[src/common/console_pkg.sv]
package console_pkg;

    // register byte offsets inside the 16-byte window
    typedef enum logic [3:0] {
        REG_TXDATA = 4'h0,
        REG_STATUS = 4'h4
    } reg_addr_e;

    typedef enum logic [1:0] {
        RESP_OKAY   = 2'b00,
        RESP_SLVERR = 2'b10
    } axil_resp_e;

    // master to slave, write channels
    typedef struct packed {
        logic [3:0]  awaddr;
        logic        awvalid;
        logic [31:0] wdata;
        logic        wvalid;
        logic        bready;
    } axil_wr_req_t;

    typedef struct packed {
        logic       awready;
        logic       wready;
        axil_resp_e bresp;
        logic       bvalid;
    } axil_wr_rsp_t;

    typedef struct packed {
        logic [3:0] araddr;
        logic       arvalid;
        logic       rready;
    } axil_rd_req_t;

    typedef struct packed {
        logic        arready;
        logic [31:0] rdata;
        axil_resp_e  rresp;
        logic        rvalid;
    } axil_rd_rsp_t;

    typedef struct packed {
        logic       valid;
        logic [7:0] data;
    } byte_push_t;

    typedef struct packed {
        logic [4:0] level; // enough for a 16 deep fifo
        logic       full;
        logic       empty;
        logic       busy;  // from the serializer
    } tx_status_t;

endpackage

[src/verilog/axil_console_regs.sv]
`timescale 1ns/1ns

module axil_console_regs import console_pkg::*; (
    input  logic         clk,
    input  logic         RST,
    input  axil_wr_req_t wr_req,
    output axil_wr_rsp_t wr_rsp,
    input  axil_rd_req_t rd_req,
    output axil_rd_rsp_t rd_rsp,
    input  tx_status_t   status,
    output byte_push_t   push
);

    typedef enum logic {
        WR_IDLE,
        WR_RESP
    } wr_state_e;

    typedef enum logic {
        RD_IDLE,
        RD_RESP
    } rd_state_e;

    wr_state_e   wr_state;
    rd_state_e   rd_state;

    logic        wr_accept;
    logic        rd_accept;
    axil_resp_e  wr_resp_next;
    axil_resp_e  rd_resp_next;
    logic [31:0] rd_data_next;

    axil_resp_e  bresp_q;
    axil_resp_e  rresp_q;
    logic [31:0] rdata_q;

    // address and data are taken together, only with no response pending
    assign wr_accept = (wr_state == WR_IDLE) && wr_req.awvalid && wr_req.wvalid;
    assign rd_accept = (rd_state == RD_IDLE) && rd_req.arvalid;

    // write decode, bytes go to the fifo in the handshake cycle
    always_comb begin
        push.valid   = 1'b0;
        push.data    = wr_req.wdata[7:0];
        wr_resp_next = RESP_SLVERR;
        case (reg_addr_e'(wr_req.awaddr))
            REG_TXDATA: begin
                if (!status.full) begin
                    push.valid   = wr_accept;
                    wr_resp_next = RESP_OKAY;
                end
            end
            default: ; // status is read only
        endcase
    end

    always_comb begin
        rd_data_next = '0;
        rd_resp_next = RESP_SLVERR;
        case (reg_addr_e'(rd_req.araddr))
            REG_STATUS: begin
                rd_data_next = {21'd0, status.busy, status.full, status.empty,
                                3'd0, status.level};
                rd_resp_next = RESP_OKAY;
            end
            REG_TXDATA: rd_resp_next = RESP_OKAY; // write only, reads zero
            default: ;
        endcase
    end

    always_ff @(posedge clk) begin
        if (RST) begin
            wr_state <= WR_IDLE;
        end else begin
            case (wr_state)
                WR_IDLE: if (wr_accept) wr_state <= WR_RESP;
                WR_RESP: if (wr_req.bready) wr_state <= WR_IDLE;
                default: wr_state <= WR_IDLE;
            endcase
        end
    end

    always_ff @(posedge clk) begin
        if (RST) begin
            rd_state <= RD_IDLE;
        end else begin
            case (rd_state)
                RD_IDLE: if (rd_accept) rd_state <= RD_RESP;
                RD_RESP: if (rd_req.rready) rd_state <= RD_IDLE;
                default: rd_state <= RD_IDLE;
            endcase
        end
    end

    always_ff @(posedge clk) begin
        if (wr_accept) bresp_q <= wr_resp_next;
        if (rd_accept) begin
            rresp_q <= rd_resp_next;
            rdata_q <= rd_data_next; // status snapshot
        end
    end

    assign wr_rsp.awready = wr_accept;
    assign wr_rsp.wready  = wr_accept;
    assign wr_rsp.bvalid  = (wr_state == WR_RESP);
    assign wr_rsp.bresp   = bresp_q;

    assign rd_rsp.arready = rd_accept;
    assign rd_rsp.rvalid  = (rd_state == RD_RESP);
    assign rd_rsp.rresp   = rresp_q;
    assign rd_rsp.rdata   = rdata_q;

    a_bvalid_hold: assert property (@(posedge clk) disable iff (RST)
        wr_rsp.bvalid && !wr_req.bready |=> wr_rsp.bvalid && $stable(wr_rsp.bresp));

    a_rvalid_hold: assert property (@(posedge clk) disable iff (RST)
        rd_rsp.rvalid && !rd_req.rready |=>
            rd_rsp.rvalid && $stable(rd_rsp.rdata) && $stable(rd_rsp.rresp));

endmodule

[src/tx_fifo/tx_fifo.sv]
`timescale 1ns/1ns

module tx_fifo import console_pkg::*; #(
    parameter int FIFO_DEPTH = 16
) (
    input  logic       clk,
    input  logic       RST,
    input  byte_push_t push,
    input  logic       pop,
    output logic [7:0] rd_data,
    output logic [4:0] level,
    output logic       full,
    output logic       empty
);

    // depth must be a power of two, pointers wrap on their own
    localparam int PTR_W = $clog2(FIFO_DEPTH);
    localparam int CNT_W = PTR_W + 1;

    logic [7:0]       mem [FIFO_DEPTH];
    logic [PTR_W-1:0] wr_ptr;
    logic [PTR_W-1:0] rd_ptr;
    logic [CNT_W-1:0] count;

    always_ff @(posedge clk) begin
        if (RST) begin
            wr_ptr <= '0;
            rd_ptr <= '0;
            count  <= '0;
        end else begin
            if (push.valid) wr_ptr <= wr_ptr + 1'b1;
            if (pop)        rd_ptr <= rd_ptr + 1'b1;
            // push and pop together leave the count alone
            count <= count + CNT_W'(push.valid) - CNT_W'(pop);
        end
    end

    always_ff @(posedge clk) begin
        if (push.valid) mem[wr_ptr] <= push.data;
    end

    assign rd_data = mem[rd_ptr]; // fall through
    assign full    = (count == CNT_W'(FIFO_DEPTH));
    assign empty   = (count == '0);
    assign level   = 5'(count);

    a_no_push_full: assert property (@(posedge clk) disable iff (RST)
        push.valid |-> !full);

    a_no_pop_empty: assert property (@(posedge clk) disable iff (RST)
        pop |-> !empty);

endmodule

[src/uart_tx/uart_tx_serializer.sv]
`timescale 1ns/1ns

module uart_tx_serializer #(
    parameter int CLKS_PER_BIT = 868
) (
    input  logic       clk,
    input  logic       RST,
    input  logic [7:0] rd_data,
    input  logic       empty,
    output logic       pop,
    output logic       busy,
    output logic       tx
);

    localparam int BAUD_W = (CLKS_PER_BIT > 1) ? $clog2(CLKS_PER_BIT) : 1;

    typedef enum logic {
        S_IDLE,
        S_SEND
    } state_e;

    state_e            state;
    logic [9:0]        shift_q;  // stop, data, start
    logic [3:0]        bit_cnt;
    logic [BAUD_W-1:0] baud_cnt;
    logic              bit_done;

    assign pop      = (state == S_IDLE) && !empty;
    assign busy     = (state == S_SEND);
    assign tx       = shift_q[0];
    assign bit_done = (baud_cnt == BAUD_W'(CLKS_PER_BIT - 1));

    always_ff @(posedge clk) begin
        if (RST) begin
            state    <= S_IDLE;
            shift_q  <= 10'h3ff; // line idles high
            bit_cnt  <= 4'd0;
            baud_cnt <= '0;
        end else begin
            case (state)
                S_IDLE: begin
                    if (pop) begin
                        shift_q  <= {1'b1, rd_data, 1'b0};
                        bit_cnt  <= 4'd0;
                        baud_cnt <= '0;
                        state    <= S_SEND;
                    end
                end
                S_SEND: begin
                    if (bit_done) begin
                        baud_cnt <= '0;
                        if (bit_cnt == 4'd9) begin
                            state <= S_IDLE; // stop bit done
                        end else begin
                            bit_cnt <= bit_cnt + 1'b1;
                            shift_q <= {1'b1, shift_q[9:1]}; // lsb first
                        end
                    end else begin
                        baud_cnt <= baud_cnt + 1'b1;
                    end
                end
                default: state <= S_IDLE;
            endcase
        end
    end

    // a pop starts a frame with the start bit on the next cycle
    a_pop_starts_frame: assert property (@(posedge clk) disable iff (RST)
        pop |-> (state == S_IDLE) ##1 (busy && !tx));

endmodule

[src/verilog/console_uart_top.sv]
`timescale 1ns/1ns

module console_uart_top import console_pkg::*; #(
    parameter int CLKS_PER_BIT = 868,
    parameter int FIFO_DEPTH   = 16
) (
    input  logic         clk,
    input  logic         RST,
    input  axil_wr_req_t wr_req,
    output axil_wr_rsp_t wr_rsp,
    input  axil_rd_req_t rd_req,
    output axil_rd_rsp_t rd_rsp,
    output logic         tx
);

    byte_push_t push;
    tx_status_t status;
    logic [7:0] fifo_data;
    logic [4:0] level;
    logic       full;
    logic       empty;
    logic       pop;
    logic       busy;

    assign status = '{level: level, full: full, empty: empty, busy: busy};

    axil_console_regs regs_i (
        .clk    (clk),
        .RST    (RST),
        .wr_req (wr_req),
        .wr_rsp (wr_rsp),
        .rd_req (rd_req),
        .rd_rsp (rd_rsp),
        .status (status),
        .push   (push)
    );

    tx_fifo #(
        .FIFO_DEPTH (FIFO_DEPTH)
    ) fifo_i (
        .clk     (clk),
        .RST     (RST),
        .push    (push),
        .pop     (pop),
        .rd_data (fifo_data),
        .level   (level),
        .full    (full),
        .empty   (empty)
    );

    uart_tx_serializer #(
        .CLKS_PER_BIT (CLKS_PER_BIT)
    ) serializer_i (
        .clk     (clk),
        .RST     (RST),
        .rd_data (fifo_data),
        .empty   (empty),
        .pop     (pop),
        .busy    (busy),
        .tx      (tx)
    );

endmodule

[config.mk]
export PLATFORM = sky130hd
export DESIGN_NAME = console_uart_top
export DESIGN_NICKNAME = d
export VERILOG_FILES = /design/src/common/console_pkg.sv /design/src/verilog/axil_console_regs.sv /design/src/tx_fifo/tx_fifo.sv /design/src/uart_tx/uart_tx_serializer.sv /design/src/verilog/console_uart_top.sv
export SDC_FILE = /design/constraint.sdc
export NUM_CORES = 1
export LEC_CHECK = 0
export BUFFER_PORTS_ARGS = -buffer_cell sky130_fd_sc_hd__buf_2
export CORE_UTILIZATION = 39
export CTS_CLUSTER_DIAMETER = 50
export DETAILED_ROUTE_END_ITERATION = 12
export MAX_ROUTING_LAYER = met4
export REMOVE_ABC_BUFFERS = 1
export SLEW_MARGIN = 20
export SYNTH_ARGS = -nofsm -noshare
export SYNTH_HDL_FRONTEND = slang
export SYNTH_SLANG_ARGS = --single-unit
[constraint.sdc]
create_clock -name clk -period 5.1 [get_ports clk]
set_clock_uncertainty 0.2 [all_clocks]
set_input_delay 1.02 -clock clk [delete_from_list [all_inputs] [get_ports clk]]
set_output_delay 1.02 -clock clk [all_outputs]
set_load 0.01 [all_outputs]
==> Yosys cells after proc, flatten, opt, wreduce, memory -nomap -nowiden <==
Memory sizes are Yosys's and may differ from the RTL's. A register that Yosys moved wholly into a read port is not among the register bits.
Index checks and enable logic that the tools add are counted.
{ "classes": {"mux": 29, "addsub": 6, "n_bitwise": 3, "n_eq_ne": 7, "reduce_logical": 10} }
{ "ops": {"columns": ["operator", "count"], "rows": [
  ["10-bit two-way mux", 5],
  ["10-bit one-hot mux with 2 select lines", 2],
  ["4-bit two-way mux", 5],
  ["4-bit by 1-bit adder with 4-bit output, second input constant", 3],
  ["1-bit two-way mux", 11],
  ["10-bit by 1-bit adder with 10-bit output, second input constant", 1],
  ["10-bit equality test, second input constant", 1],
  ["4-bit zero test", 2],
  ["4-bit one-hot mux with 2 select lines", 1],
  ["2-bit inequality test, second input constant", 3],
  ["1-bit one-hot mux with 2 select lines", 3],
  ["5-bit by 1-bit adder with 5-bit output", 1],
  ["5-bit equality test, second input constant", 1],
  ["5-bit zero test", 1],
  ["5-bit by 1-bit subtractor with 5-bit output", 1],
  ["4-bit by 3-bit equality test with 1-bit output, second input constant", 1],
  ["4-bit equality test, second input constant", 1],
  ["1-bit logical AND", 4],
  ["2-bit two-way mux", 2],
  ["1-bit inverter", 3],
  ["3-bit AND reduction", 1],
  ["2-bit OR reduction", 1],
  ["1-bit zero test", 1]
]} }
{ "word_totals": {"in_bits": 47, "reg_bits": 76, "elab_cells": 69, "mem_count": 1, "out_inout_bits": 42, "ram_bits": 128} }
{ "memory_table": {"columns": ["name", "depth", "word_bits", "rd", "rd_clocked_by_memory_dff", "wr", "line_no", "rtl"], "rows": [
  ["fifo_i.mem", 16, 8, 1, 1, 1, "tx_fifo.sv:20", "logic [7:0] mem [FIFO_DEPTH];"]
]} }

==> Logic depth before layout (Yosys ltp) <==
Gate-level depths: netlist of run 1.
{ "logic_depth": {"depth_word": 7, "ltp_mapped": 15} }

==> Modules after synthesis <==
From an unflattened synthesis of run 1, not the netlist that was laid out.
{ "unflattened": {"hier_cells": 508, "hier_area_um2": 7772.5} }
{ "modules_own_cells": {"columns": ["mod", "n_inst", "seq_area_each_um2", "area_each_um2", "cells_each"], "rows": [
  ["tx_fifo", 1, 4184.0, 5779.3, 297],
  ["uart_tx_serializer", 1, 480.5, 1213.7, 138],
  ["axil_console_regs", 1, 340.3, 779.5, 73]
]} }

==> Worst setup path before layout of run 1 <==
OpenSTA, ideal clock, no wires.
{ "synth_path": {"kind": "input port to flip-flop", "start": "in wr_req[36] (netlist bit)", "end": "reg fifo_i.count[4], in the netlist fifo_i.level[4]", "slack_ps": 1760, "stages": 13, "arrival_ps": 3070, "cell_sequence": "nor4_1 and3_1 clkbuf_1 nand2b_1 nand2_1 ha_1 inv_1 fa_1 inv_1 a21oi_1 nor2_1 or3_1 a21oi_1"} }
{ "synth_between": {"elab_chain_cells": 4} }
{ "synth_rtl": {"columns": ["element", "line_no", "rtl"], "rows": [
  ["from (decl)", "console_uart_top.sv:9", "input axil_wr_req_t wr_req,"],
  ["4-bit zero test", "axil_console_regs.sv:46", "case (reg_addr_e'(wr_req.awaddr))"],
  ["1-bit two-way mux", "axil_console_regs.sv:46", null],
  ["5-bit by 1-bit adder with 5-bit output", "tx_fifo.sv:34", "count <= count + CNT_W'(push.valid) - CNT_W'(pop);"],
  ["5-bit by 1-bit subtractor with 5-bit output", "tx_fifo.sv:34", null],
  ["to (signal assigned)", "tx_fifo.sv:34", null],
  ["to (decl)", "tx_fifo.sv:23", "logic [CNT_W-1:0] count;"]
]} }
No other way between the ends.
A chain may end at the register's enable or synchronous reset.

==> flow_summary.json, run 1 <==
{
  "synth_most_common_cell": "edfxtp_1",
  "cts_tree": "done",
  "ys_warn_count": 0,
  "cp_num_buf_inv": 2,
  "power_leakage_nw": 2.84,
  "cts_setup_buffers": 0,
  "post-route-drc-count": 0,
  "cts_hold_buf": 0,
  "required_ns": 3.88,
  "met2_usage_pct": 24.6,
  "setup_violations": 0,
  "multi_input_area_um2": 2250,
  "holdWs_ns": 0.278,
  "die_width_um": 141,
  "synth_area_per_cell_um2": 14.6,
  "cp_cell_sequence": "buf_2, nor2b_1, buf_2",
  "synthFlopType": "edfxtp_1",
  "die_area_um2": 19900,
  "status": "complete, no violations",
  "diodes": 0,
  "critPathLaunchType": "input pin",
  "path_clk_slew_ns": 0.07,
  "power_density_nw_per_um2": 425,
  "use_met3_pct": 4.14,
  "grt_usage_pct": 15.5,
  "grt_remaining_overflow": 0,
  "period_needed_ns": 3.28,
  "seqCellArea_um2": 5010,
  "synth-seq-cells": 181,
  "timing.fmax_ghz": 0.305,
  "synth_cell_types": 52,
  "yosysSeqAreaShare_pct": 66.2,
  "gr-max-usage-layer": "met2",
  "cts.path.max_buffers": 2,
  "synth_top_area_share_pct": 54.8,
  "ant_nets": 0,
  "grt_pass1_vias": 4084,
  "grt_pass1_wl_um": 22200,
  "worst_slew_margin_rel_pct": 26.2,
  "dpl.hpwl_um": 9160,
  "crit_path_end_kind": "output port",
  "hold_viol": 0,
  "place.gp.congestion": 0.753,
  "met1_usage_pct": 19.4,
  "grt_max_degree": 45,
  "cts.sinks": 181,
  "drive_above_1_share_pct": 20.8,
  "cts_buffers": 17,
  "dp_slack_ns": 1.42,
  "ioPinCount": 89,
  "worst-setup-path-type": "input pin to output port",
  "setup_ws_ns": 1.82,
  "finalCritPeriodShare_pct": 64.3,
  "synth_area_leaders": "edfxtp_1 55%, dfxtp_1 11%, mux4_2 7.7%, buf_4 3.2%, ha_1 2.2%",
  "maxCapViolations": 0,
  "worstPathMaxFanout": 10,
  "slew_violations": 0,
  "syn_inst": 518,
  "rows": 50,
  "slowest_delay_ns": 0.69,
  "worst_ep_arrival_time_ns": 2.06,
  "cpMostUsedCell": "buf_2",
  "area_growth_syn_to_layout_pct": 11.4,
  "async_flop_share_pct": 0,
  "drt_pass1_iterations": 4,
  "drt_iter0_markers": 315,
  "start_util_pct": 40.1,
  "cp_top_family": "simple AND/OR/NAND/NOR gates",
  "cts-htree-levels": 4,
  "worst-slew-pin-transition_ns": 1.10,
  "root_buffer": "clkbuf_16",
  "rsz0062_at_grt": "no",
  "worstHoldPathType": "register to register",
  "routed_wl_um": 14400,
  "wl_per_cell_um": 17.5,
  "n_fill_cell": 1662,
  "yosysTopAreaCell": "edfxtp_1",
  "die_y_um": 141,
  "layout.nets": 610,
  "vdd_ir_drop_max_mv": 0.260,
  "crit_slowest_cell": "nor2b_1",
  "drt-vias-per-instance": 5.11,
  "coreArea_um2": 18800,
  "antenna_found_initial": 0,
  "clk_latency_ns": 0.43,
  "synth_edf_count": 138,
  "cts_resized": 0,
  "routed-via-count": 4200,
  "syn_area_um2": 7560,
  "port_buffers": 38,
  "tns_ns": 0,
  "ys_top_cells_by_count": "138 x edfxtp_1, 43 x dfxtp_1, 41 x nor2_1"
}
[metrics by stage]
stage	util, %	std cells	power, mW	instance area (um^2)
after floorplan	-	486	2.19	7300
final	44.7	822	3.58	8420
after detailed placement	41.8	790	2.38	7860
after global routing	44.7	822	3.74	8420
after CTS	44.7	822	3.61	8420
after global placement	41.8	790	2.36	7860
[path summary, 6_finish.rpt]
| kind | from | to | slack (ns) | cells past startpoint |
|---|---|---|---|---|
| setup reg to reg | fifo_i.level[2] | fifo_i.level[4] | 1.97 | 14 |
| hold / removal | serializer_i.shift_q[6] | serializer_i.shift_q[6] | 0.28 | 2 |
| hold reg to reg | serializer_i.shift_q[6] | serializer_i.shift_q[6] | 0.28 | 2 |
| setup / recovery | rd_req[1] | rd_rsp[35] | 1.82 | 3 |
[final cells by class]
class / count / area share (%)
multi-input combinational: 292 / 26.7
timing repair buffer: 44 / 2.79
tap: 260 / 3.86
inverter: 13 / 0.579
sequential: 181 / 59.5
clock buffer: 18 / 5.10
clock inverter: 14 / 1.52
[state kept, by name, summed over array words and instances, names as in the netlist, 4 cells and up, named ones only]
signal and cells:
fifo_i.level 5, fifo_i.mem 128, serializer_i.baud_cnt 10, serializer_i.shift_q 9, serializer_i.bit_cnt 4, fifo_i.rd_ptr 4
fifo_i.wr_ptr 4, regs_i.rdata_q 8
[kinds of logic (layout without fill, tap and decap cells)]
kind of cell             Yosys count  after routing  synth area share, %
AO/OA/AOI/OAI                     77             77                 6.84
XOR/XNOR                          10             10                 1.16
adder cells (fa/ha/maj)           14             14                 2.42
buffers and inverters             70             89                 5.30
flip-flops                       181            181                 66.2
multiplexers                      42             42                 10.1
other                              1             26               0.0496
AND/OR/NAND/NOR                  123            123                 7.93
[worst register-to-register path: stages, from the launching register on]
cell and delay [ns]:
dfxtp_1 0.31, inv_1 0.11, ha_1 0.19, or4b_1 0.54, and2_1 0.32, nand2b_1 0.16
nand2_1 0.07, ha_1 0.19, inv_1 0.07, fa_1 0.20, inv_1 0.05, a21oi_1 0.12
nor2_1 0.06, or3_1 0.34, a21oi_1 0.14
[routing by layer]
layer / routed length [um] / up-vias
li1: - / 1968
met5: 0 / -
met1: 6350 / 2100
met4: 269 / 0
met3: 721 / 17
met2: 7060 / 115
[power breakdown]
group	leakage (nW)	switching [mW]	internal, mW
Sequential	1.60	0.0912	1.65
Combinational	0.971	0.313	0.280
Clock	0.269	0.599	0.646
[cells in the final DEF, fill, tap and decap left out, types with 8 or more instances in the layout]
cell type,instances
dfxtp_1,41
buf_2,38
nor2_1,41
inv_1,13
mux2_2,14
o21ai_0,11
nand2_1,27
nor3_1,10
a21oi_1,20
clkbuf_16,17
nand2b_1,8
nand3_1,9
edfxtp_1,138
ha_1,13
mux4_2,26
conb_1,26
No activity file was read; power rests on OpenSTA's default activity.
==> inputs of run 2 (changes only) <==
Clock period 5.1 ns to 3.3 ns, I/O delays scaled along.
==> flow_summary.json, run 2 (synthesis gave the netlist of run 1 again) <==
{
  "pwr-share-clk_pct": 35.6,
  "holdWs_ns": 0.216,
  "worst_slew_margin_rel_pct": 45.7,
  "slew_violations": 0,
  "setup_violations": 0,
  "grt_usage_pct": 16.2,
  "finalCritPeriodShare_pct": 91.4,
  "path_clk_slew_ns": 0.07,
  "largest_reg_flops": 128,
  "p_switching_mw": 1.59,
  "rsz0062_at_grt": "no",
  "ioPinCount": 89,
  "cts_setup_buffers": 0,
  "worst-setup-path-type": "register to register",
  "hold_depth": 2,
  "intPower_mw": 4.12,
  "drt-vias-per-instance": 5.17,
  "die_area_um2": 19900,
  "cts_resized": 0,
  "wl_per_cell_um": 17.3,
  "switching_share_pct": 27.9,
  "cts_tree": "done",
  "root_buffer": "clkbuf_16",
  "routed-via-count": 4363,
  "cts_hold_buf": 0,
  "die_y_um": 141,
  "diodes": 0,
  "place_area_um2": 8030,
  "grt_pass1_vias": 4192,
  "required_ns": 3.45,
  "drt_pass1_iterations": 5,
  "vdd_ir_drop_max_mv": 0.354,
  "crit_path_end_kind": "register",
  "die_width_um": 141,
  "p_comb_share_pct": 17.7,
  "grt_max_degree": 45,
  "crit_path_start": "fifo_i.level[2]",
  "port_buffers": 38,
  "final_cell_area_um2": 8630,
  "tns_ns": 0,
  "hp-start": "rd_req[0]",
  "cts-htree-levels": 4,
  "start_util_pct": 40.1,
  "rr_startpoint": "fifo_i.level[2]",
  "layout.nets": 632,
  "place.gp.congestion": 0.750,
  "worst-slew-pin-transition_ns": 0.814,
  "worstPathMaxFanout": 8,
  "pwr-share-seq_pct": 46.6,
  "regMostFlops": "fifo_i.mem",
  "period_needed_ns": 3.02,
  "grt_pass1_wl_um": 23000,
  "coreArea_um2": 18800,
  "power_leakage_nw": 2.98,
  "dp_slack_ns": 0.239,
  "setup_ws_ns": 0.282,
  "cts.sinks": 181,
  "final_util_pct": 45.8,
  "met1_usage_pct": 20.2,
  "reg.largest.list": "fifo_i.mem (128), serializer_i.baud_cnt (10), serializer_i.shift_q (9)",
  "ant_nets": 0,
  "worstHoldPathType": "input pin to register",
  "drive_above_1_share_pct": 24.1,
  "antenna_found_initial": 0,
  "routed_wl_um": 14600,
  "clk_latency_ns": 0.43,
  "use_met3_pct": 4.04,
  "cts.path.max_buffers": 2,
  "post-route-drc-count": 0,
  "power_density_nw_per_um2": 662,
  "maxCapViolations": 0,
  "grt_remaining_overflow": 0,
  "dpl.hpwl_um": 9560,
  "timing.fmax_ghz": 0.331,
  "rows": 50,
  "drt_iter0_markers": 396,
  "layout_commonest_cell": "edfxtp_1",
  "layout_common_cells": "138 x edfxtp_1, 42 x dfxtp_1, 41 x nor2_1",
  "status": "complete, no violations",
  "hold_viol": 0,
  "met2_usage_pct": 25.7,
  "area_growth_syn_to_layout_pct": 14.2,
  "worst_ep_arrival_time_ns": 3.17,
  "critPathLaunchType": "register",
  "cts_buffers": 17,
  "dp.cells": 812,
  "final_cells": 844,
  "gr-max-usage-layer": "met2",
  "reg2regPathDepth": 14,
  "power_mw": 5.71
}
-- run 2: final cells by class --
class,instances,area (um^2)
sequential,181,5010
fill,1609,10200
clock buffer,17,425
inverter,13,48.8
timing repair buffer,66,400
clock inverter,15,174
tap,260,325
multi-input combinational,292,2250
-- run 2: worst paths after layout --
check	to	slack, ns
worst max-delay path	fifo_i.level[4]	0.28
worst min-delay path	regs_i.rd_state	0.22
worst max register to register	fifo_i.level[4]	0.28
worst min register to register	serializer_i.shift_q[0]	0.28
-- run 2: critical path, stage by stage (launching register included) --
cell	delay, ns
dfxtp_1	0.32
inv_1	0.10
ha_1	0.19
or4b_1	0.46
and2_2	0.28
nand2b_1	0.14
nand2_1	0.07
ha_1	0.19
inv_1	0.06
fa_1	0.19
inv_1	0.05
a21oi_1	0.12
nor2_1	0.06
or3_1	0.35
a21oi_1	0.15
-- run 2: power by group through the flow --
stage / sequential (mW) / clock [mW] / combinational, mW
after floorplan: 2.74 / 0 / 0.657
after global placement: 2.71 / 0 / 0.981
after detailed placement: 2.72 / 0 / 1.02
after CTS: 2.67 / 2.08 / 1.02
after global routing: 2.69 / 2.18 / 1.12
final: 2.66 / 2.03 / 1.01
-- run 2: routing by layer --
| layer | wire [um] | part of all wire [%] |
|---|---|---|
| met1 | 6330 | 43 |
| met2 | 7150 | 49 |
| met3 | 917 | 6.3 |
| met4 | 177 | 1.2 |
| met5 | 0 | 0 |
